===== src/source/video_pkg.sv =====
`default_nettype none

package video_pkg;

  localparam int WB_DATA_W = 32;
  localparam int WB_ADDR_W = 2;

  // Register word addresses
  localparam logic [WB_ADDR_W-1:0] REG_CTRL    = 2'd0;
  localparam logic [WB_ADDR_W-1:0] REG_PTR     = 2'd1;
  localparam logic [WB_ADDR_W-1:0] REG_DATA_LO = 2'd2;
  localparam logic [WB_ADDR_W-1:0] REG_DATA_HI = 2'd3;

  // Buffer read, unpack register, output register
  localparam int PIX_DELAY = 3;

  localparam int H_W = 11;
  localparam int V_W = 10;

  // Mode tables indexed by video mode with entry 0 for video off
  localparam logic [3:0][H_W-1:0] H_DRAW_END   = {11'd1280, 11'd1024, 11'd640, 11'd0};
  localparam logic [3:0][H_W-1:0] H_SYNC_START = {11'd1390, 11'd1048, 11'd656, 11'd0};
  localparam logic [3:0][H_W-1:0] H_SYNC_END   = {11'd1430, 11'd1184, 11'd752, 11'd0};
  localparam logic [3:0][H_W-1:0] H_LAST       = {11'd1649, 11'd1343, 11'd799, 11'd0};
  localparam logic [3:0][V_W-1:0] V_DRAW_END   = {10'd720, 10'd768, 10'd480, 10'd0};
  localparam logic [3:0][V_W-1:0] V_SYNC_START = {10'd725, 10'd771, 10'd490, 10'd0};
  localparam logic [3:0][V_W-1:0] V_SYNC_END   = {10'd730, 10'd777, 10'd492, 10'd0};
  localparam logic [3:0][V_W-1:0] V_LAST       = {10'd749, 10'd805, 10'd524, 10'd0};

  // Indexed by {vsync, hsync}
  localparam logic [3:0][9:0] CTL_CODES = {
    10'b1010101011,
    10'b0101010100,
    10'b0010101011,
    10'b1101010100
  };

  typedef struct packed {
    logic [4:0] red;
    logic [5:0] green;
    logic [4:0] blue;
  } rgb565_t;

  typedef struct packed {
    logic [4:0] red;
    logic [4:0] green;
    logic       alpha;
    logic [4:0] blue;
  } rgb555a_t;

  typedef union packed {
    rgb565_t  rgb565;
    rgb555a_t rgb555a;
  } pixel16_u;

endpackage

`default_nettype wire


===== src/source/pixel_unpack.sv =====
`timescale 1ns/1ps
`default_nettype none

module pixel_unpack (
  input  wire        clk,
  input  wire [63:0] rd_word,
  input  wire [1:0]  pix_sel,
  input  wire        show_graphic,
  input  wire        use_alpha,
  output logic [7:0] red,
  output logic [7:0] green,
  output logic [7:0] blue
);
  import video_pkg::*;

  pixel16_u    pix;
  logic [7:0]  red_x;
  logic [7:0]  green_x;
  logic [7:0]  blue_x;
  logic        blank;
  logic [23:0] rgb_q;

  // Pixel 0 sits in the low half-word
  assign pix = rd_word[16*pix_sel +: 16];

  assign red_x  = {pix.rgb565.red, pix.rgb565.red[4:2]};
  assign blue_x = {pix.rgb565.blue, pix.rgb565.blue[4:2]};

  // Alpha format gives up one green bit for the flag
  assign green_x = use_alpha ? {pix.rgb555a.green, pix.rgb555a.green[4:2]}
                             : {pix.rgb565.green, pix.rgb565.green[5:4]};

  assign blank = !show_graphic || (use_alpha && pix.rgb555a.alpha);

  always_ff @(posedge clk) begin
    rgb_q <= blank ? 24'd0 : {red_x, green_x, blue_x};
    {red, green, blue} <= rgb_q;  // Output register
  end

endmodule

`default_nettype wire


===== config.mk =====
export PLATFORM = sky130hd
export DESIGN_NAME = pixel_unpack
export DESIGN_NICKNAME = d
export VERILOG_FILES = /design/src/source/video_pkg.sv /design/src/source/pixel_unpack.sv
export SDC_FILE = /design/constraint.sdc
export NUM_CORES = 1
export LEC_CHECK = 0
export BUFFER_PORTS_ARGS = -buffer_cell sky130_fd_sc_hd__buf_4
export CAP_MARGIN = 10
export CORE_MARGIN = 5
export CORE_UTILIZATION = 44
export DETAILED_ROUTE_END_ITERATION = 8
export PLACE_DENSITY = 0.87
export SLEW_MARGIN = 20
export SYNTH_ARGS = -nofsm -noshare
export SYNTH_HDL_FRONTEND = slang
export SYNTH_SLANG_ARGS = --single-unit

===== constraint.sdc =====
create_clock -name clk -period 2.8 [get_ports clk]
set_input_delay 0.14 -clock clk [delete_from_list [all_inputs] [get_ports clk]]
set_output_delay 0.14 -clock clk [all_outputs]
set_load 0.03 [all_outputs]

==> run metrics <==
net count after synthesis=159; static leakage=1.01 nW; Starting Density=0.465; critical path class=in -> reg; r2r startpoint=rgb_q[6]$_SDFF_PP0_; n_diodes=0; Fmax=729 MHz; Worst Clk Skew=0.00376 ns; peak supply drop=0.216 mV; Reg power frac=0.512; critical path startpoint category=input pin; Die W=67.2 um; CTS Buf Count=5; CP arrival=1.63 ns; Worst path max stage delay=0.61 ns; TritonRoute pass-1 iters=4; via/cell ratio=4.60; most common cell after layout, fill and taps aside=buf_4; antenna viol nets, final=0; hold_sp=show_graphic; GRT Overall Usage=0.169; die area=4520 um2; post_cts resized=0; detailed-route via count=1,025; post-CTS setup buffer count=0; syn_area_per_cell=16.0 um2; Setup TNS=0 ns; Tightest Hold Check Type=in -> reg; CP endpoint kind=register; post-synthesis cell count=90; # clock sinks=36; H-tree levels=2; Placement Cell Area=2090 um2; Ys Warns=0; port buffer count=92; worst-skew pair later-pin latency=0.31 ns; r2r setup slk=2.37 ns; DR iter-0 viols=39; initial antenna violation count=0; slew margin rel.=0.749; Syn-to-layout area delta=48.8%; status=complete, no violations; CTS Hold Buffers Added=0; worst reg-to-reg path cell count=0; Final Cycle Share=0.490; Period minus WS final=1.37 ns; Routed Wire Length=3610 um; global placer's final weighted congestion=0.798; CTS tree=done; post-layout instance area=2140 um2; post-synthesis register bit count=36; wire per inst=16.2 um; Slew @ Worst Pin=0.377 ns; Clock Pin Slew Worst Setup and Hold Paths=0.09 ns; Root Buffer=clkbuf_4; final hold vios=0; Switching Share=0.246; Fill cells=232; Worst Hold Depth=3; post-synthesis cell area=1440 um2; Clk pwr share=0.238; Crit Reg-Reg Endpoint=blue[6]$_DFF_P_; Hold Crit Endpoint=rgb_q[10]$_SDFF_PP0_; pin count of the biggest net entering global routing=17; Final setup viols=0; CP required=3.06 ns; Pwr Density=516 nW/um2; crit-path max FO=16; RSZ-0062 raised after global routing=no; first-pass GRT wire length=5470 um; max-cap viol count=0; DIE HEIGHT=67.2 um; register area share after synthesis=0.500; Critical Path Slowest Stage Cell=mux4_2; Int Pwr=0.835 mW; fin nets=247; vias in the first global route=1,110; CTS max path bufs=2; total grt overflow=0; Psw=0.272 mW; Synth cell types=16; DRC violations left=0; HPWL reported at the end of detailed placement=3130 um; Rows=20; I/O pin total=93; Crit path max-delay family=multiplexers; Combinational Power Share=0.249; Slew Limit Fails=0; core area=3100 um2; most frequent cells in the layout=buf_4, dfxtp_1, mux4_2; worst path buffer plus inverter count=1; critical path cell sequence=buf_4, mux4_2, a21bo_4, and2b_2; layout cell share with drive strength beyond 1=0.698
==> layer usage <==
| layer | vias to the layer above | GRT usage | part of all wire |
|---|---|---|---|
| li1 | 492 | - | - |
| met1 | 480 | 0.187 | 0.34 |
| met2 | 45 | 0.306 | 0.56 |
| met3 | 8 | 0.0283 | 0.065 |
| met4 | 0 | 0.0937 | 0.028 |
| met5 | - | 0 | 0 |
==> per-stage QoR <==
| stage | power (mW) | cells | hold WS [ns] | utilization | setup WS, ns |
|---|---|---|---|---|---|
| floorplan | 0.743 | 90 | 0.305 | - | 1.45 |
| global placement | 0.849 | 215 | 0.310 | 0.672 | 1.15 |
| detailed placement | 0.858 | 215 | 0.312 | 0.672 | 1.10 |
| CTS | 1.12 | 223 | 0.126 | 0.691 | 1.42 |
| global route | 1.17 | 223 | 0.138 | 0.691 | 1.36 |
| finish | 1.11 | 223 | 0.142 | 0.691 | 1.43 |
==> tightest hold or removal path, delay by kind of cell <==
kind	cells	cell delay (ns)
buffers and inverters	1	0.12
and+or+nand+nor	1	0.09
AOI/OAI and AO/OA	1	0.06
==> registers in the layout, indices dropped and copies added, names as in the netlist <==
name,flops
rgb_q,18
blue,5
green,8
red,5
==> kinds of logic (layout without fill, tap and decap cells) <==
| logic type | Yosys count | count (layout) | synth area share |
|---|---|---|---|
| and+or+nand+nor | 23 | 23 | 0.150 |
| buffers and inverters | 11 | 100 | 0.0703 |
| DFF | 36 | 36 | 0.500 |
| muxes | 16 | 16 | 0.258 |
| AOI/OAI and AO/OA | 4 | 4 | 0.0217 |
==> worst max-delay path by stage <==
stage               startpoint                    to  slack, ns  cells past startpoint
floorplan           pix_sel[0]  rgb_q[13]$_SDFF_PP0_       1.45                      5
global placement    pix_sel[0]   rgb_q[3]$_SDFF_PP0_       1.15                      4
detailed placement  pix_sel[0]   rgb_q[6]$_SDFF_PP0_       1.10                      4
CTS                 pix_sel[0]   rgb_q[6]$_SDFF_PP0_       1.42                      4
global route        pix_sel[0]   rgb_q[6]$_SDFF_PP0_       1.36                      4
finish              pix_sel[0]   rgb_q[6]$_SDFF_PP0_       1.43                      4
==> cell usage after synthesis, drive strengths merged <==
cell type     instances  area, um2
and2b                 3       26.3
nor2b                13        156
buf                  10       88.8
a21bo                 1       16.3
nand2b                3       18.8
dlymetal6s2s          1       12.5
nand2                 4       15.0
dfxtp                36        721
mux4                 16        372
o21ai                 3       15.0
==> layout make-up <==
cell class	count	area, um2	share of cell area
Clock buffer	8	58.8	0.0274
Multi-Input combinational cell	43	619	0.289
Sequential cell	36	721	0.336
Timing Repair Buffer	92	691	0.322
Tap cell	44	55.1	0.0257
==> power by group through the flow <==
stage               Combinational (mW)  Sequential (mW)  Clock, mW
detailed placement               0.278            0.580          0
finish                           0.276            0.567      0.264
global placement                 0.271            0.578          0
global route                     0.292            0.573      0.302
CTS                              0.279            0.568      0.273
floorplan                        0.125            0.617          0
Power figures use the tool's default switching activity.
