===== config.mk =====
export PLATFORM = sky130hd
export DESIGN_NAME = video_timing
export DESIGN_NICKNAME = d
export VERILOG_FILES = /design/src/source/video_pkg.sv /design/src/source/video_timing.sv
export SDC_FILE = /design/constraint.sdc
export NUM_CORES = 1
export LEC_CHECK = 0
export BUFFER_PORTS_ARGS = -buffer_cell sky130_fd_sc_hd__clkbuf_2
export CORE_MARGIN = 5
export CORE_UTILIZATION = 38
export DETAILED_ROUTE_END_ITERATION = 16
export GPL_TIMING_DRIVEN = 0
export PLACE_DENSITY_LB_ADDON = 0.15
export SETUP_SLACK_MARGIN = 0.05
export SLEW_MARGIN = 20
export SYNTH_ARGS = -nofsm -noshare
export SYNTH_HDL_FRONTEND = slang
export SYNTH_SLANG_ARGS = --single-unit

===== constraint.sdc =====
create_clock -name clk -period 4.25 [get_ports clk]
set_clock_uncertainty 0.1 [all_clocks]
set_input_delay 0.85 -clock clk [delete_from_list [all_inputs] [get_ports clk]]
set_output_delay 0.85 -clock clk [all_outputs]
set_load 0.03 [all_outputs]

===== src/source/video_pkg.sv =====
`default_nettype none

package video_pkg;

  localparam int WB_DATA_W = 32;
  localparam int WB_ADDR_W = 2;

  // Register word addresses
  localparam logic [WB_ADDR_W-1:0] REG_CTRL    = 2'd0;
  localparam logic [WB_ADDR_W-1:0] REG_PTR     = 2'd1;
  localparam logic [WB_ADDR_W-1:0] REG_DATA_LO = 2'd2;
  localparam logic [WB_ADDR_W-1:0] REG_DATA_HI = 2'd3;

  // Buffer read, unpack register, output register
  localparam int PIX_DELAY = 3;

  localparam int H_W = 11;
  localparam int V_W = 10;

  // Mode tables indexed by video mode with entry 0 for video off
  localparam logic [3:0][H_W-1:0] H_DRAW_END   = {11'd1280, 11'd1024, 11'd640, 11'd0};
  localparam logic [3:0][H_W-1:0] H_SYNC_START = {11'd1390, 11'd1048, 11'd656, 11'd0};
  localparam logic [3:0][H_W-1:0] H_SYNC_END   = {11'd1430, 11'd1184, 11'd752, 11'd0};
  localparam logic [3:0][H_W-1:0] H_LAST       = {11'd1649, 11'd1343, 11'd799, 11'd0};
  localparam logic [3:0][V_W-1:0] V_DRAW_END   = {10'd720, 10'd768, 10'd480, 10'd0};
  localparam logic [3:0][V_W-1:0] V_SYNC_START = {10'd725, 10'd771, 10'd490, 10'd0};
  localparam logic [3:0][V_W-1:0] V_SYNC_END   = {10'd730, 10'd777, 10'd492, 10'd0};
  localparam logic [3:0][V_W-1:0] V_LAST       = {10'd749, 10'd805, 10'd524, 10'd0};

  // Indexed by {vsync, hsync}
  localparam logic [3:0][9:0] CTL_CODES = {
    10'b1010101011,
    10'b0101010100,
    10'b0010101011,
    10'b1101010100
  };

  typedef struct packed {
    logic [4:0] red;
    logic [5:0] green;
    logic [4:0] blue;
  } rgb565_t;

  typedef struct packed {
    logic [4:0] red;
    logic [4:0] green;
    logic       alpha;
    logic [4:0] blue;
  } rgb555a_t;

  typedef union packed {
    rgb565_t  rgb565;
    rgb555a_t rgb555a;
  } pixel16_u;

endpackage

`default_nettype wire


===== src/source/video_timing.sv =====
`timescale 1ns/1ps
`default_nettype none

module video_timing (
  input  wire                         clk,
  input  wire                         reset,
  input  wire  [1:0]                  mode,
  input  wire                         ctrl_write,
  output logic [video_pkg::H_W-3:0]   rd_addr,
  output logic [1:0]                  pix_sel,
  output logic                        de,
  output logic                        hsync,
  output logic                        vsync
);
  import video_pkg::*;

  logic [H_W-1:0] h_count;
  logic [V_W-1:0] v_count;
  logic [H_W-1:0] h_draw_end;
  logic [H_W-1:0] h_sync_start;
  logic [H_W-1:0] h_sync_end;
  logic [H_W-1:0] h_last;
  logic [V_W-1:0] v_draw_end;
  logic [V_W-1:0] v_sync_start;
  logic [V_W-1:0] v_sync_end;
  logic [V_W-1:0] v_last;
  logic           active;
  logic           draw;
  logic           hs;
  logic           vs;

  // {draw, hsync, vsync} per stage
  logic [PIX_DELAY-1:0][2:0] flag_pipe;

  assign h_draw_end   = H_DRAW_END[mode];
  assign h_sync_start = H_SYNC_START[mode];
  assign h_sync_end   = H_SYNC_END[mode];
  assign h_last       = H_LAST[mode];
  assign v_draw_end   = V_DRAW_END[mode];
  assign v_sync_start = V_SYNC_START[mode];
  assign v_sync_end   = V_SYNC_END[mode];
  assign v_last       = V_LAST[mode];

  assign active = mode != 2'd0;

  always_ff @(posedge clk) begin
    if (reset || ctrl_write || !active) begin
      h_count <= '0;
      v_count <= '0;
    end else if (h_count == h_last) begin
      h_count <= '0;
      v_count <= (v_count == v_last) ? '0 : v_count + 1'b1;
    end else begin
      h_count <= h_count + 1'b1;
    end
  end

  assign draw = active && h_count < h_draw_end && v_count < v_draw_end;
  assign hs   = active && h_count >= h_sync_start && h_count < h_sync_end;
  assign vs   = active && v_count >= v_sync_start && v_count < v_sync_end;

  // Align flags with pixel data at the encoder inputs
  always_ff @(posedge clk) begin
    if (reset || ctrl_write) begin
      flag_pipe <= '0;
    end else begin
      flag_pipe <= {flag_pipe[PIX_DELAY-2:0], {draw, hs, vs}};
    end
  end

  assign {de, hsync, vsync} = flag_pipe[PIX_DELAY-1];

  assign rd_addr = h_count[H_W-1:2];

  always_ff @(posedge clk) begin
    pix_sel <= h_count[1:0];  // Matches buffer read latency
  end

endmodule

`default_nettype wire


==> results.json <==
{
  "status": "complete, no violations",
  "rsz0062_at_grt": "no",
  "n_antenna_cell": 0,
  "post_synth_num_cell_types": 42,
  "yosys-top-cells-area": "dfxtp_1 30%, ha_1 21%, xor2_1 6.2%, nor2_1 4.4%, buf_4 3.2%",
  "die-height_um": 84.7,
  "wl_per_cell_um": 13.3,
  "drtIter0Drc": 55,
  "core_area_um2": 5470,
  "cts_made_buffers": 5,
  "synth_cells": 233,
  "ys_warn_count": 0,
  "antenna_found_initial": 0,
  "final-setup-viol-count": 0,
  "ys_ff_latch": 32,
  "total_power_uw": 660,
  "rr_endpoint": "v_count[3]",
  "dieWidth_um": 84.7,
  "postRouteAntennaNets": 0,
  "nets": 299,
  "hp-class": "flip-flop to flip-flop",
  "finalHoldViolCount": 0,
  "htree_levels": 2,
  "synthAdderAreaFrac_pct": 21.3,
  "cts_root_buf": "clkbuf_8",
  "min-delay-start": "flag_pipe[3]",
  "p_per_area_nw_per_um2": 274,
  "worst_pin_slew_ns": 0.761,
  "p_leak_nw": 1.09,
  "clk_latency_ns": 0.29,
  "io_pins": 19,
  "cp_max_fo": 8,
  "clkSinkCount": 32,
  "startpoint_type": "input port",
  "regToRegSetupSlack_ns": 1.92,
  "io_buffer_count": 18,
  "synth_top_area_cell": "dfxtp_1",
  "grtUsageTotal_pct": 13.6,
  "synth_compound_area_share_pct": 11.8,
  "muxShareOfSynthArea_pct": 0,
  "r2r_start": "h_count[6]",
  "fmax_mhz": 315,
  "critPathRequiredTime_ns": 4.33,
  "crit_type": "input port to flip-flop",
  "syn-cell-area_um2": 2120,
  "post_cts_buffers": 0,
  "final_common_cell": "ha_1",
  "min_to": "vsync",
  "cts_hold_repair.buffers": 0,
  "cts_max_path_buffers": 2,
  "start_util_pct": 38.7,
  "hold-path-cell-count": 1,
  "dr.pass1.iters": 4,
  "syn_area_per_cell_um2": 9.09,
  "rows": 27,
  "final_cell_mix": "36 x ha_1, 32 x dfxtp_1, 25 x nor2_1, 18 x clkbuf_2, 15 x xor2_1",
  "hpwl_um": 3420,
  "yosysSeqAreaShare_pct": 30.2,
  "fin_crit_ns": 3.17,
  "min_period_over_period_pct": 74.6,
  "cp-startpoint": "mode[1]",
  "synth_top_family_by_area": "simple AND/OR/NAND/NOR gates",
  "grt_pass1_wl_um": 7950,
  "grt_pass1_vias": 1637,
  "design_area_um2": 2410,
  "placed_cell_area_um2": 2300,
  "r2r_cells": 6,
  "slew_violations": 0,
  "cts_tree": "yes",
  "synthSimpleGateAreaFrac_pct": 21.8,
  "gp_congestion": 0.771,
  "vias_per_cell": 5.04,
  "area_growth_pct": 13.6,
  "cts_resized": 0,
  "syn_nets": 274,
  "final_layout_size_suffix_gt1_share_pct": 17.4,
  "vdd_drop_max_uv": 128,
  "cap_violations": 0,
  "endpoint_kind": "flip-flop",
  "remaining_drc_errors": 0,
  "relSlewSlack_pct": 48.9,
  "grt-ovfl-total": 0,
  "die-area_um2": 7170,
  "synth-xor-area-share_pct": 8.68,
  "worstPathArrival_ns": 3.25,
  "grt_max_degree": 11,
  "vias": 1667,
  "clkSlewWorstSetupHoldPaths_ns": 0.07,
  "netlist.area_leader.share_pct": 30.2,
  "tns_ns": 0,
  "wl_um": 4410
}
## worst max-delay path, stage by stage
cell      delay [ns]
clkbuf_2        0.17
ha_1            0.25
inv_1           0.19
ha_1            0.39
nand3b_1        0.11
nor4_2          0.58
a21oi_1         0.30
nor2_2          0.32
nor2_1          0.08
## report_power, final
part	internal [mW]	switching [mW]	leakage, nW
registers	0.302	0.00183	0.258
clock network	0.174	0.116	0.0552
logic	0.0261	0.0401	0.778
## cell usage after synthesis
cell        n
inv_1      14
buf_4       9
nand3_1     9
and3_1      3
nor2b_1     1
nor4_2      1
a211oi_1    2
or3b_2      1
nand2b_1    2
nor3b_1     1
or3_1       2
and2_1      7
a32o_1      1
or4_4       1
o211ai_1    3
and4_1      1
nand3b_1    2
xnor2_1     6
nand4_1     7
nor3_1      5
and2_4      1
o22ai_1     1
o21ai_0     6
a21oi_1    12
o2111ai_1   2
nor2_1     25
nand2_1    11
dfxtp_1    32
a41oi_1     1
and4b_1     1
a22oi_4     1
buf_6       1
a31oi_1     1
and2_2      1
a21o_1      3
nor4b_1     1
nor2_2      1
ha_1       36
o31a_2      1
nand2b_4    1
o2bb2a_4    1
xor2_1     15
## registers in the layout (all words and copies together) (netlist names)
name / flops
de: 1
flag_pipe: 6
hsync: 1
vsync: 1
h_count: 11
v_count: 10
pix_sel: 2
## worst max-delay path by stage
stage | slack, ns | endpoint
finish | 1.08 | v_count[3]
global route | 0.82 | v_count[8]
CTS | 1.06 | v_count[8]
detailed placement | 0.74 | v_count[8]
global placement | 0.71 | v_count[8]
floorplan | 1.47 | h_count[2]
## logic make-up after synthesis
| logic type | after synthesis |
|---|---|
| compound gates | 35 |
| flops | 32 |
| buf+inv | 24 |
| fa+ha+maj | 36 |
| xor+xnor | 21 |
| simple gates | 85 |
## area by class of cell
type / count / area, µm²
repair buffers: 18 / 90.1
well taps: 72 / 90.1
plain buffers: 10 / 78.8
flip-flops and latches: 32 / 641
clock inverters: 2 / 35.0
multi-input cells: 177 / 1350
inverters: 14 / 52.6
clock buffers: 6 / 72.6
fillers: 570 / 3070
## metal layers
| metal | vias to the layer above | GRT usage, % | wire length (µm) |
|---|---|---|---|
| met4 | 0 | 4.32 | 65 |
| li1 | 865 | - | - |
| met1 | 771 | 18.0 | 2180 |
| met3 | 6 | 3.24 | 186 |
| met5 | - | 0 | 0 |
| met2 | 25 | 21.9 | 1970 |
## through the flow
step | utilization, % | setup WS, ns | std cells | hold WS [ns]
global route | 44.0 | 0.817 | 331 | 0.342
finish | 44.0 | 1.08 | 331 | 0.330
global placement | 42.0 | 0.713 | 323 | 0.310
detailed placement | 42.0 | 0.745 | 323 | 0.317
floorplan | - | 1.47 | 233 | 0.299
CTS | 44.0 | 1.06 | 331 | 0.334
Power figures use the tool's default switching activity.
