==> config.mk <==
export PLATFORM = sky130hd
export DESIGN_NAME = video_regs
export DESIGN_NICKNAME = d
export VERILOG_FILES = /design/src/source/video_pkg.sv /design/src/source/video_regs.sv
export SDC_FILE = /design/constraint.sdc
export NUM_CORES = 1
export LEC_CHECK = 0
export ABC_AREA = 1
export BUFFER_PORTS_ARGS = -buffer_cell sky130_fd_sc_hd__buf_2
export CAP_MARGIN = 20
export CORE_AREA = 2 2 139 73
export DETAILED_ROUTE_END_ITERATION = 8
export DIE_AREA = 0 0 141 75
export PLACE_DENSITY = 0.78
export SLEW_MARGIN = 20
export SYNTH_ARGS = -nofsm -noshare
export SYNTH_HDL_FRONTEND = slang
export SYNTH_SLANG_ARGS = --single-unit
==> constraint.sdc <==
create_clock -name clk -period 5.4 [get_ports clk]
set_input_delay 0.27 -clock clk [delete_from_list [all_inputs] [get_ports clk]]
set_output_delay 0.27 -clock clk [all_outputs]
set_load 0.05 [all_outputs]
==> src/source/video_pkg.sv <==
`default_nettype none

package video_pkg;

  localparam int WB_DATA_W = 32;
  localparam int WB_ADDR_W = 2;

  // Register word addresses
  localparam logic [WB_ADDR_W-1:0] REG_CTRL    = 2'd0;
  localparam logic [WB_ADDR_W-1:0] REG_PTR     = 2'd1;
  localparam logic [WB_ADDR_W-1:0] REG_DATA_LO = 2'd2;
  localparam logic [WB_ADDR_W-1:0] REG_DATA_HI = 2'd3;

  // Buffer read, unpack register, output register
  localparam int PIX_DELAY = 3;

  localparam int H_W = 11;
  localparam int V_W = 10;

  // Mode tables indexed by video mode with entry 0 for video off
  localparam logic [3:0][H_W-1:0] H_DRAW_END   = {11'd1280, 11'd1024, 11'd640, 11'd0};
  localparam logic [3:0][H_W-1:0] H_SYNC_START = {11'd1390, 11'd1048, 11'd656, 11'd0};
  localparam logic [3:0][H_W-1:0] H_SYNC_END   = {11'd1430, 11'd1184, 11'd752, 11'd0};
  localparam logic [3:0][H_W-1:0] H_LAST       = {11'd1649, 11'd1343, 11'd799, 11'd0};
  localparam logic [3:0][V_W-1:0] V_DRAW_END   = {10'd720, 10'd768, 10'd480, 10'd0};
  localparam logic [3:0][V_W-1:0] V_SYNC_START = {10'd725, 10'd771, 10'd490, 10'd0};
  localparam logic [3:0][V_W-1:0] V_SYNC_END   = {10'd730, 10'd777, 10'd492, 10'd0};
  localparam logic [3:0][V_W-1:0] V_LAST       = {10'd749, 10'd805, 10'd524, 10'd0};

  // Indexed by {vsync, hsync}
  localparam logic [3:0][9:0] CTL_CODES = {
    10'b1010101011,
    10'b0101010100,
    10'b0010101011,
    10'b1101010100
  };

  typedef struct packed {
    logic [4:0] red;
    logic [5:0] green;
    logic [4:0] blue;
  } rgb565_t;

  typedef struct packed {
    logic [4:0] red;
    logic [4:0] green;
    logic       alpha;
    logic [4:0] blue;
  } rgb555a_t;

  typedef union packed {
    rgb565_t  rgb565;
    rgb555a_t rgb555a;
  } pixel16_u;

endpackage

`default_nettype wire

==> src/source/video_regs.sv <==
`timescale 1ns/1ps
`default_nettype none

module video_regs #(
  parameter int line_words = 512
) (
  input  wire                                  clk,
  input  wire                                  reset,
  input  wire                                  wb_cyc,
  input  wire                                  wb_stb,
  input  wire                                  wb_we,
  input  wire  [video_pkg::WB_ADDR_W-1:0]      wb_adr,
  input  wire  [video_pkg::WB_DATA_W-1:0]      wb_dat_w,
  output logic [video_pkg::WB_DATA_W-1:0]      wb_dat_r,
  output logic                                 wb_ack,
  output logic [1:0]                           mode,
  output logic                                 show_graphic,
  output logic                                 use_alpha,
  output logic                                 ctrl_write,
  output logic                                 buf_we,
  output logic [$clog2(line_words)-1:0]        buf_waddr,
  output logic [63:0]                          buf_wdata
);
  import video_pkg::*;

  localparam int AW = $clog2(line_words);

  logic                 req;
  logic                 wr_req;
  logic [AW-1:0]        ptr;
  logic [AW-1:0]        ptr_next;
  logic [WB_DATA_W-1:0] data_lo;
  logic [WB_DATA_W-1:0] rd_data;

  // The ack cycle itself is not a new request
  assign req    = wb_cyc && wb_stb && !wb_ack;
  assign wr_req = req && wb_we;

  assign ptr_next = (ptr == AW'(line_words - 1)) ? '0 : ptr + 1'b1;  // Wrap at buffer end

  always_comb begin
    case (wb_adr)
      REG_CTRL: rd_data = WB_DATA_W'({use_alpha, show_graphic, mode});
      REG_PTR:  rd_data = WB_DATA_W'(ptr);
      default:  rd_data = '0;
    endcase
  end

  always_ff @(posedge clk) begin
    if (reset) begin
      wb_ack       <= 1'b0;
      ctrl_write   <= 1'b0;
      buf_we       <= 1'b0;
      mode         <= 2'd0;
      show_graphic <= 1'b0;
      use_alpha    <= 1'b0;
      ptr          <= '0;
    end else begin
      wb_ack     <= req;
      ctrl_write <= wr_req && wb_adr == REG_CTRL;
      buf_we     <= wr_req && wb_adr == REG_DATA_HI;
      if (wr_req) begin
        case (wb_adr)
          REG_CTRL:    {use_alpha, show_graphic, mode} <= wb_dat_w[3:0];
          REG_PTR:     ptr <= wb_dat_w[AW-1:0];
          REG_DATA_HI: ptr <= ptr_next;
          default:     ;
        endcase
      end
    end
  end

  always_ff @(posedge clk) begin
    if (req) begin
      wb_dat_r <= rd_data;
    end
    if (wr_req && wb_adr == REG_DATA_LO) begin
      data_lo <= wb_dat_w;
    end
    // High half completes the word
    if (wr_req && wb_adr == REG_DATA_HI) begin
      buf_waddr <= ptr;
      buf_wdata <= {wb_dat_w, data_lo};
    end
  end

endmodule

`default_nettype wire

==> qor.csv <==
stage;metric;value;unit
outcome;status;finished, final reports clean;
critical_path;arrival;2.57;ns
clock_tree;clkLatencyLatePin;0.40;ns
global_routing;groute.usage.overall;0.168;
min_path;min_path_type;in2reg;
synthesis;synthCells;298;
global_routing;grt_pass1_wl;13.1;mm
sta;max_freq;0.396;GHz
sta;maxSlewViolCount;0;
drt;met2WireLength;4.50;mm
sta;finalCritPeriodShare;0.467;
final_layout;drive_above_1_share;0.384;
drt;vias_per_cell;4.78;
drt;highest_layer;met4;
pwr;ir_drop;0.224;mV
placement;gp_congestion;0.885;
critical_path;worstPathRequired;5.45;ns
drt;drt_iter0_markers;186;
clock_tree;clkTransAtPathRegs;0.05;ns
final_layout;register_area;3740;µm²
critical_path;cp-startpoint;wb_ack;
sta;rsz0062_at_grt;no;
die;dieWidth;141;µm
pwr;clkPwrFrac;0.458;
die;start_util;0.495;
pwr;p_leak;2.34;nW
critical_path;crit_chain;nor2_2, nand2_2, nor2_4, buf_16, buf_4;
synthesis;ys_types;24;
final_layout;num-fill-cells;664;
drt;met1Wirelength;3.40;mm
critical_path;worstReg2RegEnd;buf_wdata[17];
critical_path;worstRegToRegCells;5;
drt;wl_per_cell;15.0;µm
placement;hpwl;5.82;mm
global_routing;grt_start_max_net_pins;42;
synthesis;syn_avg_cell_area;15.4;µm²
critical_path;critPathMaxStageDelay;0.49;ns
die;num_rows;25;
final_layout;layout_common_cells;buf_2, edfxtp_1, nand2_1;
clock_tree;cts_tree;done;
sta;setup_ws;2.88;ns
critical_path;crit_fanout;33;
drt;drtPass1Iterations;5;
critical_path;worstSetupEndpoint;buf_wdata[17];
critical_path;cp-end-kind;flop;
pwr;pwr-share-comb;0.056;
clock_tree;postCtsHoldBufs;0;
clock_tree;cts_buffers;17;
sta;fin_crit;2.52;ns
pwr;internal_power;1.79;mW
clock_tree;postCtsSetupRepairBufs;0;
final_layout;diodes;0;
drt;routed_wirelength;8.68;mm
run;maxCapViolations;0;
die;fp.dieArea;10600;µm²
critical_path;critical_path_cell_count;5;
clock_tree;cts_resized;0;
synthesis;synth_area_leaders;edfxtp_1, dfxtp_1, buf_4;
clock_tree;htree_levels;4;
die;die_h;75;µm
clock_tree;root_buffer;clkbuf_16;
critical_path;critical_path.slowest_cell;nor2_4;
drt;ant_nets;0;
synthesis;ys_seq_elements;130;
critical_path;r2r-start;wb_ack;
critical_path;startpoint_type;flop;
synthesis;synth_area;4600;µm²
pwr;netSwitchingFraction;0.216;
synthesis;yosysTopAreaCellShare;0.744;
pwr;netSwitchingPower;0.494;mW
placement;pre_cts_slack;2.46;ns
critical_path;regToRegSetupSlack;2.88;ns
final_layout;area_growth;27.7;%
synthesis;ys_seq_area_frac;0.814;
drt;met3_length;542;µm
synthesis;synth_area_leader_cell;edfxtp_1;
drt;vias;2756;
sta;fin_tns_setup;0;ns
critical_path;crit_buf_inv;2;
final_layout;multi_input_area;679;µm²
sta;skew;0.00649;ns
placement;io_buffers;127;
synthesis;yosys_warnings;0;
die;num_io_pins;151;
die;coreArea;9290;µm²
sta;setup_violations;0;
critical_path;critPathTopFamily;simple AND/OR/NAND/NOR gates;
sta;hold_violations;0;
sta;maxSlewHeadroom;0.624;
final_layout;fin_nets;485;
global_routing;grt_pass1_vias;2585;
critical_path;critPathKind;reg2reg;
drt;drc;0;
clock_tree;clock_path_buffers;2;
pwr;seqPwrFrac;0.486;
final_layout;final_common_cell;buf_2;
sta;tightest_slew;0.562;ns
global_routing;antenna_found_initial;0;
clock_tree;clock_sinks;130;
global_routing;grt_remaining_overflow;0;
pwr;power_density;389;nW/µm²
-- logic make-up after synthesis --
kind of cell	share of synthesized area
flops	0.814
simple gates	0.0944
buf+inv	0.0588
compound gates	0.0237
fa+ha+maj	0.00816
other cells	0.000816
-- power by group through the flow --
| stage | Clock [mW] | Combinational, mW | Sequential (mW) |
|---|---|---|---|
| after global placement | 0 | 0.125 | 1.13 |
| after floorplan | 0 | 0.0740 | 1.16 |
| after global routing | 1.11 | 0.136 | 1.11 |
| final | 1.05 | 0.129 | 1.11 |
| after CTS | 1.06 | 0.127 | 1.11 |
| after detailed placement | 0 | 0.127 | 1.13 |
-- flip-flops by register name (all words and copies together) (netlist names) --
| register | cells |
|---|---|
| buf_wdata | 64 |
| data_lo | 32 |
| buf_waddr | 9 |
| ptr | 9 |
| wb_dat_r | 9 |
| mode | 2 |
| buf_we | 1 |
| ctrl_write | 1 |
| show_graphic | 1 |
| use_alpha | 1 |
| wb_ack | 1 |
-- layout make-up --
type                            instances  share of cell area
Sequential cell                       130               0.637
Multi-Input combinational cell        145               0.116
Timing Repair Buffer                  130               0.115
Clock buffer                           17              0.0724
Tap cell                              121              0.0258
Clock inverter                         15              0.0211
Inverter                               19              0.0121
-- Yosys cell counts (all sizes together) --
cell type  number
ha              3
conb            1
nor3            4
edfxtp        114
clkbuf          1
buf            25
o21ai          14
or2             1
nor2           38
nand3           9
inv            18
nand2          46
dfxtp          16
clkinv          1
a21oi           7
-- how the worst min path moves through the flow --
stage	startpoint	endpoint	slack (ns)	depth (start not counted)
after global placement	data_lo[14]	buf_wdata[14]	0.40	0
after detailed placement	data_lo[15]	buf_wdata[15]	0.40	0
after floorplan	reset	ptr[0]	0.33	1
after CTS	wb_dat_w[21]	buf_wdata[53]	0.04	1
final	wb_dat_w[21]	buf_wdata[53]	0.06	1
after global routing	wb_dat_w[29]	data_lo[29]	0.05	1
-- routing by layer --
layer	up-vias	global-route usage
li1	1300	-
met1	1295	0.195
met2	138	0.298
met3	23	0.0356
met4	0	0.106
met5	-	0
-- metrics by stage --
stage	hold slack (ns)	cell area, µm²	instances	util	total power [mW]
after floorplan	0.332	4680	320	-	1.24
after global placement	0.400	5300	544	0.570	1.26
after detailed placement	0.405	5300	544	0.570	1.26
after CTS	0.0442	5850	576	0.629	2.30
after global routing	0.0475	5870	577	0.632	2.35
final	0.0615	5870	577	0.632	2.29
Note: power is estimated with default switching activity, not from simulation.
