==> src/source/video_pkg.sv <==
`default_nettype none

package video_pkg;

  localparam int WB_DATA_W = 32;
  localparam int WB_ADDR_W = 2;

  // Register word addresses
  localparam logic [WB_ADDR_W-1:0] REG_CTRL    = 2'd0;
  localparam logic [WB_ADDR_W-1:0] REG_PTR     = 2'd1;
  localparam logic [WB_ADDR_W-1:0] REG_DATA_LO = 2'd2;
  localparam logic [WB_ADDR_W-1:0] REG_DATA_HI = 2'd3;

  // Buffer read, unpack register, output register
  localparam int PIX_DELAY = 3;

  localparam int H_W = 11;
  localparam int V_W = 10;

  // Mode tables indexed by video mode with entry 0 for video off
  localparam logic [3:0][H_W-1:0] H_DRAW_END   = {11'd1280, 11'd1024, 11'd640, 11'd0};
  localparam logic [3:0][H_W-1:0] H_SYNC_START = {11'd1390, 11'd1048, 11'd656, 11'd0};
  localparam logic [3:0][H_W-1:0] H_SYNC_END   = {11'd1430, 11'd1184, 11'd752, 11'd0};
  localparam logic [3:0][H_W-1:0] H_LAST       = {11'd1649, 11'd1343, 11'd799, 11'd0};
  localparam logic [3:0][V_W-1:0] V_DRAW_END   = {10'd720, 10'd768, 10'd480, 10'd0};
  localparam logic [3:0][V_W-1:0] V_SYNC_START = {10'd725, 10'd771, 10'd490, 10'd0};
  localparam logic [3:0][V_W-1:0] V_SYNC_END   = {10'd730, 10'd777, 10'd492, 10'd0};
  localparam logic [3:0][V_W-1:0] V_LAST       = {10'd749, 10'd805, 10'd524, 10'd0};

  // Indexed by {vsync, hsync}
  localparam logic [3:0][9:0] CTL_CODES = {
    10'b1010101011,
    10'b0101010100,
    10'b0010101011,
    10'b1101010100
  };

  typedef struct packed {
    logic [4:0] red;
    logic [5:0] green;
    logic [4:0] blue;
  } rgb565_t;

  typedef struct packed {
    logic [4:0] red;
    logic [4:0] green;
    logic       alpha;
    logic [4:0] blue;
  } rgb555a_t;

  typedef union packed {
    rgb565_t  rgb565;
    rgb555a_t rgb555a;
  } pixel16_u;

endpackage

`default_nettype wire

==> src/source/tmds_encoder.sv <==
`timescale 1ns/1ps
`default_nettype none

module tmds_encoder (
  input  wire        clk,
  input  wire  [7:0] data,
  input  wire  [1:0] ctl,
  input  wire        de,
  output logic [9:0] symbol
);
  import video_pkg::*;

  logic [3:0] n1_data;
  logic       use_xnor;
  logic [8:0] q_m;
  logic [8:0] q_m_q;
  logic [1:0] ctl_q;
  logic       de_q;
  logic [3:0] bal;       // Half of ones minus zeros in two's complement
  logic [3:0] disp;      // Running disparity in the same units
  logic [3:0] disp_next;
  logic [9:0] data_sym;

  assign n1_data  = 4'($countones(data));
  assign use_xnor = n1_data > 4'd4 || (n1_data == 4'd4 && !data[0]);

  // Transition minimizing stage
  always_comb begin
    q_m[0] = data[0];
    for (int i = 1; i < 8; i++) begin
      q_m[i] = q_m[i-1] ^ data[i] ^ use_xnor;
    end
    q_m[8] = !use_xnor;
  end

  always_ff @(posedge clk) begin
    q_m_q <= q_m;
    ctl_q <= ctl;
    de_q  <= de;
  end

  assign bal = 4'($countones(q_m_q[7:0])) - 4'd4;

  always_comb begin
    if (disp == 4'd0 || bal == 4'd0) begin
      data_sym  = {~q_m_q[8], q_m_q[8], q_m_q[8] ? q_m_q[7:0] : ~q_m_q[7:0]};
      disp_next = q_m_q[8] ? disp + bal : disp - bal;
    end else if (disp[3] == bal[3]) begin
      // Same sign so invert to pull back toward zero
      data_sym  = {1'b1, q_m_q[8], ~q_m_q[7:0]};
      disp_next = disp + {3'b000, q_m_q[8]} - bal;
    end else begin
      data_sym  = {1'b0, q_m_q[8], q_m_q[7:0]};
      disp_next = disp - {3'b000, ~q_m_q[8]} + bal;
    end
  end

  always_ff @(posedge clk) begin
    symbol <= de_q ? data_sym : CTL_CODES[ctl_q];
    disp   <= de_q ? disp_next : 4'd0;  // Blanking restarts the balance
  end

endmodule

`default_nettype wire

==> config.mk <==
export PLATFORM = sky130hd
export DESIGN_NAME = tmds_encoder
export DESIGN_NICKNAME = d
export VERILOG_FILES = /design/src/source/video_pkg.sv /design/src/source/tmds_encoder.sv
export SDC_FILE = /design/constraint.sdc
export NUM_CORES = 1
export LEC_CHECK = 0
export ABC_CLOCK_PERIOD_IN_PS = 5700
export BUFFER_PORTS_ARGS = -buffer_cell sky130_fd_sc_hd__buf_2
export CAP_MARGIN = 20
export CORE_ASPECT_RATIO = 1.25
export CORE_MARGIN = 5
export CORE_UTILIZATION = 58
export CTS_CLUSTER_SIZE = 14
export DETAILED_ROUTE_END_ITERATION = 6
export PLACE_DENSITY = 0.79
export SYNTH_ARGS = -nofsm -noshare
export SYNTH_HDL_FRONTEND = slang
export SYNTH_SLANG_ARGS = --single-unit
==> constraint.sdc <==
create_clock -name clk -period 5.7 [get_ports clk]
set_input_delay 0.57 -clock clk [delete_from_list [all_inputs] [get_ports clk]]
set_output_delay 0.57 -clock clk [all_outputs]
set_load 0.01 [all_outputs]
==> results_dict.tcl, run 1 <==
set metrics [dict create \
    avgSynthCellArea_um2 10.0 \
    hold_violations 0 \
    setup.worst_path.class "flip-flop to flip-flop" \
    dp_hpwl_um 2810 \
    cts_resized 0 \
    io_pins 22 \
    finalSetupTns_ns 0 \
    max_freq_mhz 222 \
    cts_max_level 1 \
    layout_common_cells "inv_1, dfxtp_1, ha_1" \
    synth.cell_area_um2 1850 \
    wirelength_um 3210 \
    worstPathCellList "fa_1, inv_1, fa_1, fa_1, inv_1, ha_1, fa_1, inv_1, ha_1, mux2_2, ha_1, a21o_1, a21oi_1, xnor2_1, mux2i_1, o31a_1" \
    placementRows 23 \
    fillers 265 \
    rsz0062_at_grt "no" \
    finClkSkew_ns 0.00208 \
    core_um2 3140 \
    drt-initial-drc-count 32 \
    vias_per_cell 5.08 \
    root_buffer "clkbuf_8" \
    synth.distinct_cells 28 \
    slowest_stage "fa_1" \
    multi_input_area_um2 1180 \
    gp_congestion 0.833 \
    cap_viol_max_count 0 \
    fp.dieW_um 60.6 \
    crit_top_cell "fa_1" \
    vias 1244 \
    cp-end-kind "flip-flop" \
    fin_util_pct 65.1 \
    seqCellArea_um2 520 \
    period_share_pct 79.1 \
    worstMarginPinSlew_ns 0.532 \
    outcome "finished clean" \
    clk_pin_slew_ns 0.08 \
    synth_ff_type "dfxtp_1" \
    area_growth_pct 10.2 \
    place_area_um2 2000 \
    worstSkewPairLatency_ns 0.26 \
    clock_path_buffers 2 \
    drc 0 \
    yosysSeqAreaShare_pct 28.1 \
    antenna_found_initial 0 \
    hold_class "primary input to flip-flop" \
    die_y_um 73.2 \
    cp.arrival_ns 4.66 \
    die_area_um2 4430 \
    dr.pass1.iters 4 \
    portBuffers 21 \
    finalSetupViolations 0 \
    synth-edff-count 0 \
    drive_gt1_share_pct 14.9 \
    netlist_instances 185 \
    final_common_cell "inv_1" \
    period_needed_ns 4.51 \
    grt_max_degree 15 \
    grt_pass1_wl_um 5720 \
    hold_buffers 0 \
    syn-num-nets 233 \
    grtUsageTotal_pct 16.6 \
    drv_slew 0 \
    antenna_cells 0 \
    cts_setup_buffers 0 \
    start_kind "flip-flop" \
    ys_warn_count 0 \
    crit_fanout 4 \
    synth-seq-cells 26 \
    wl_per_cell_um 13.1 \
    design_area_um2 2040 \
    layout_setup_ws_ns 1.19 \
    start_util_pct 59.1 \
    cts_buffers 3 \
    cts_tree "done" \
    max_stage_delay_ns 0.53 \
    max-slew-margin-rel_pct 64.4 \
    critical_path_required_ns 5.85 \
    ant_nets 0 \
    grt_pass1_vias 1415 \
    dp_slack_ns 1.19 \
    cts_sinks 26 \
    synthArstFlopShare_pct 0 \
    nets 258 \
    overflow 0 \
]
[per-layer routing]
metal  share of wire (%)  routed length, µm  GRT usage [%]
met1                  35               1130           16.1
met2                  61               1970           35.1
met3                 3.3                105           3.19
met4                   0                  0           1.93
met5                   0                  0              0
[flip-flops by register name, summed over array words and instances, names as in the netlist]
register and cells:
ctl_q 2, de_q 1, disp 4, q_m_q 9, symbol 10
[kinds of logic (layout without fill, tap and decap cells)]
group           Yosys count  after routing  synth area share [%]
buf+inv                  41             64                  8.30
fa+ha+maj                36             36                  29.2
xor+xnor                 28             28                  13.2
compound gates           26             26                  10.7
flops                    26             26                  28.1
simple gates             22             22                  6.41
mux                       6              6                  4.05
[metrics by stage]
stage,instances,hold slack [ns]
6_report,245,0.405
5_1_grt,245,0.397
4_1_cts,245,0.401
3_5_place_dp,242,0.583
3_3_place_gp,242,0.563
2_1_floorplan,185,0.520
[critical path: cells and delay by family, from the launching register on]
| kind | cells | cell delay (ns) |
|---|---|---|
| multiplexers | 2 | 0.39 |
| flip-flops | 1 | 0.34 |
| buffers and inverters | 3 | 0.17 |
| adder cells (fa/ha/maj) | 7 | 2.77 |
| AO/OA/AOI/OAI | 3 | 0.57 |
| XOR/XNOR | 1 | 0.16 |
[cells in the mapped netlist, drive strengths merged, types with 2 or more instances]
cell | n | area share [%]
a21o | 11 | 4.5
a21oi | 8 | 2.2
dfxtp | 26 | 28
fa | 12 | 13
ha | 24 | 16
inv | 40 | 8.1
mux2 | 2 | 1.2
mux2i | 4 | 2.8
nand2 | 4 | 0.81
nand4b | 2 | 0.95
nor2 | 8 | 1.6
nor3 | 3 | 0.81
xnor2 | 16 | 7.6
xor2 | 12 | 5.7
[final timing paths]
check / slack (ns) / depth (start not counted) / endpoint / from
worst max-delay path: 1.19 / 16 / disp[3] / q_m_q[0]
worst min-delay path: 0.41 / 1 / ctl_q[0] / ctl[0]
worst max register to register: 1.19 / 16 / disp[3] / q_m_q[0]
worst min register to register: 0.59 / 3 / symbol[9] / ctl_q[1]
[layout make-up]
cell class / instances / share of cell area [%]
Clock buffer: 3 / 2.02
Inverter: 40 / 7.35
Multi-Input combinational cell: 118 / 57.7
Sequential cell: 26 / 25.5
Tap cell: 37 / 2.27
Timing Repair Buffer: 21 / 5.15
Power of run 1 is not shown: default switching activity piles up to over one toggle a cycle in this logic, so the estimate is an artifact.
==> run 2, diff against run 1 <==
--- a/config.mk
+++ b/config.mk
@@ -5,15 +5,16 @@
 export SDC_FILE = /design/constraint.sdc
 export NUM_CORES = 1
 export LEC_CHECK = 0
-export ABC_CLOCK_PERIOD_IN_PS = 5700
+export ABC_AREA = 1
+export ABC_CLOCK_PERIOD_IN_PS = 4550
 export BUFFER_PORTS_ARGS = -buffer_cell sky130_fd_sc_hd__buf_2
 export CAP_MARGIN = 20
 export CORE_ASPECT_RATIO = 1.25
 export CORE_MARGIN = 5
-export CORE_UTILIZATION = 58
+export CORE_UTILIZATION = 59
 export CTS_CLUSTER_SIZE = 14
 export DETAILED_ROUTE_END_ITERATION = 6
-export PLACE_DENSITY = 0.79
+export PLACE_DENSITY = 0.8
 export SYNTH_ARGS = -nofsm -noshare
 export SYNTH_HDL_FRONTEND = slang
 export SYNTH_SLANG_ARGS = --single-unit
==> constraint.sdc (replaced) <==
create_clock -name clk -period 4.55 [get_ports clk]
set_input_delay 0.455 -clock clk [delete_from_list [all_inputs] [get_ports clk]]
set_output_delay 0.455 -clock clk [all_outputs]
set_load 0.01 [all_outputs]
==> results_dict.tcl, run 2 <==
set metrics [dict create \
    outcome "finished clean" \
    period_needed_ns 4.16 \
    synth_ff_type "dfxtp_1" \
    max_freq_mhz 240 \
    rsz0062_at_grt "no" \
    cap_viol_max_count 0 \
    avgSynthCellArea_um2 7.40 \
    synth.cell_area_um2 2100 \
    synthArstFlopShare_pct 0 \
    synth.area.top_cells "dfxtp_1, ha_1, nand2_1" \
    grt_max_degree 16 \
    path_delay_family "adder cells" \
    synth.most_common_cell "nand2_1" \
    antenna_cells 0 \
    period_share_pct 91.5 \
    wl_per_cell_um 11.5 \
    antenna_found_initial 0 \
    fp.dieW_um 63.4 \
    grtUsageTotal_pct 17.4 \
    synth.distinct_cells 23 \
    start_kind "flip-flop" \
    drc 0 \
    wirelength_um 3970 \
    finalSetupViolations 0 \
    yosysSeqAreaShare_pct 24.8 \
    cts_tree "done" \
    worstPathCellList "fa_1, inv_1, fa_1, fa_1, inv_1, ha_1, fa_1, inv_1, ha_1, nand2_1, o21ai_0, fa_1, or2_2, nand3_1, a21oi_1" \
    cts_resized 0 \
    max-slew-margin-rel_pct 67.4 \
    cts_max_level 1 \
    setup.worst_path.class "flip-flop to flip-flop" \
    grt_pass1_vias 1739 \
    die_y_um 76.7 \
    root_buffer "clkbuf_8" \
    layout_common_cells "nand2_1, inv_1, nand3_1" \
    crit_buf_inv 3 \
    finClkSkew_ns 0.00708 \
    start_util_pct 60.8 \
    core_um2 3450 \
    die_area_um2 4860 \
    ys_warn_count 0 \
    vias_per_cell 4.93 \
    final_common_cell "nand2_1" \
    worstHoldEndpoint "de_q" \
    r2r_start "q_m_q[0]" \
    ff2ff_setup_slack_ns 0.39 \
    syn-num-nets 332 \
    worstMarginPinSlew_ns 0.488 \
    ant_nets 0 \
    slowest_stage "fa_1" \
    largest_reg_flops 10 \
    gp_congestion 0.925 \
    ys_top_cells_by_count "nand2_1, inv_1, nand3_1" \
    max_stage_delay_ns 0.53 \
    whs_path_depth 1 \
    area_growth_pct 10.3 \
    synth_top_area_cell "dfxtp_1" \
    placementRows 24 \
    finalSetupTns_ns 0 \
    critical_path_required_ns 4.71 \
    hp-start "de" \
    netlist_instances 284 \
    clk_pin_slew_ns 0.09 \
    cp.arrival_ns 4.32 \
    hold_buffers 0 \
    cts_sinks 26 \
    dp_hpwl_um 3320 \
    drv_slew 0 \
    hold_class "primary input to flip-flop" \
    worstSkewPairLatency_ns 0.28 \
    hold_violations 0 \
    dr.pass1.iters 4 \
    top_register "symbol" \
    vias 1705 \
    nets 356 \
    reg2reg_depth 15 \
    reg_top3 "symbol: 10 flops, q_m_q: 9 flops, disp: 4 flops" \
    drive_gt1_share_pct 13.7 \
    synth_top_area_share_pct 24.8 \
    crit_top_cell "fa_1" \
    cts_setup_buffers 0 \
    cts_buffers 3 \
    cp-end-kind "flip-flop" \
    io_pins 22 \
    synth-edff-count 0 \
    portBuffers 21 \
    drt-initial-drc-count 57 \
    rr_endpoint "disp[2]" \
    crit_fanout 4 \
    synth-seq-cells 26 \
    clock_path_buffers 2 \
    overflow 0 \
    grt_pass1_wl_um 7170 \
]
[run 2: cell count changes in the layout (fill, tap and decap cells not counted), moves of 3 or more]
cell	previous run	this run
a21o_1	11	1
a21oi_1	8	5
inv_1	40	59
mux2i_1	3	0
nand2_1	4	77
nand2_2	0	6
nand2_4	0	4
nand3_1	0	29
nor3_1	3	0
o21ai_0	0	11
xnor2_1	16	5
xor2_1	12	7
[run 2: per-stage QoR]
stage	instance area [µm²]	util, %	cells	hold slack, ns	worst slack, ns
2_1_floorplan	2100	-	284	0.483	0.546
3_3_place_gp	2250	65.0	342	0.530	0.467
3_5_place_dp	2250	65.0	342	0.549	0.409
4_1_cts	2320	67.1	346	0.275	0.388
5_1_grt	2320	67.1	346	0.268	0.0615
6_report	2320	67.1	346	0.275	0.388
[run 2: layer usage]
metal | global-route usage (%) | up-vias | wire (µm)
met5 | 0 | - | 0
met4 | 5.61 | 0 | 44
met3 | 1.61 | 5 | 84
met2 | 32.1 | 20 | 2110
met1 | 20.7 | 768 | 1730
li1 | - | 912 | -
[run 2: worst max path at each step]
stage                   from       to  slack, ns  depth (start not counted)
floorplan           q_m_q[0]  disp[2]       0.55                         15
global placement    q_m_q[0]  disp[3]       0.47                         19
detailed placement  q_m_q[0]  disp[3]       0.41                         20
CTS                 q_m_q[0]  disp[3]       0.39                         20
global route        q_m_q[0]  disp[3]       0.06                         20
finish              q_m_q[0]  disp[2]       0.39                         15
[run 2: final cells by class]
type / count / area [µm²]
clock buffer: 3 / 41.3
clock inverter: 1 / 30.0
fill: 297 / 1140
inverter: 61 / 229
multi-input combinational: 195 / 1340
sequential: 26 / 520
tap: 39 / 48.8
timing repair buffer: 21 / 105
[run 2: worst reg2reg max path: cells and delay by family (launching register included)]
kind            cells  cell delay (ns)
buf+inv             3             0.18
flops               1             0.34
compound gates      2             0.20
fa+ha+maj           7             2.90
simple gates        3             0.43
[run 2: kinds of logic after synthesis]
| family | count (synthesis) | synth area share [%] |
|---|---|---|
| AND/OR/NAND/NOR | 129 | 28.2 |
| buffers and inverters | 63 | 11.3 |
| adder cells (fa/ha/maj) | 36 | 25.7 |
| flip-flops | 26 | 24.8 |
| AO/OA/AOI/OAI | 18 | 4.94 |
| XOR/XNOR | 12 | 5.00 |
Power of run 2 is left out for the same reason.
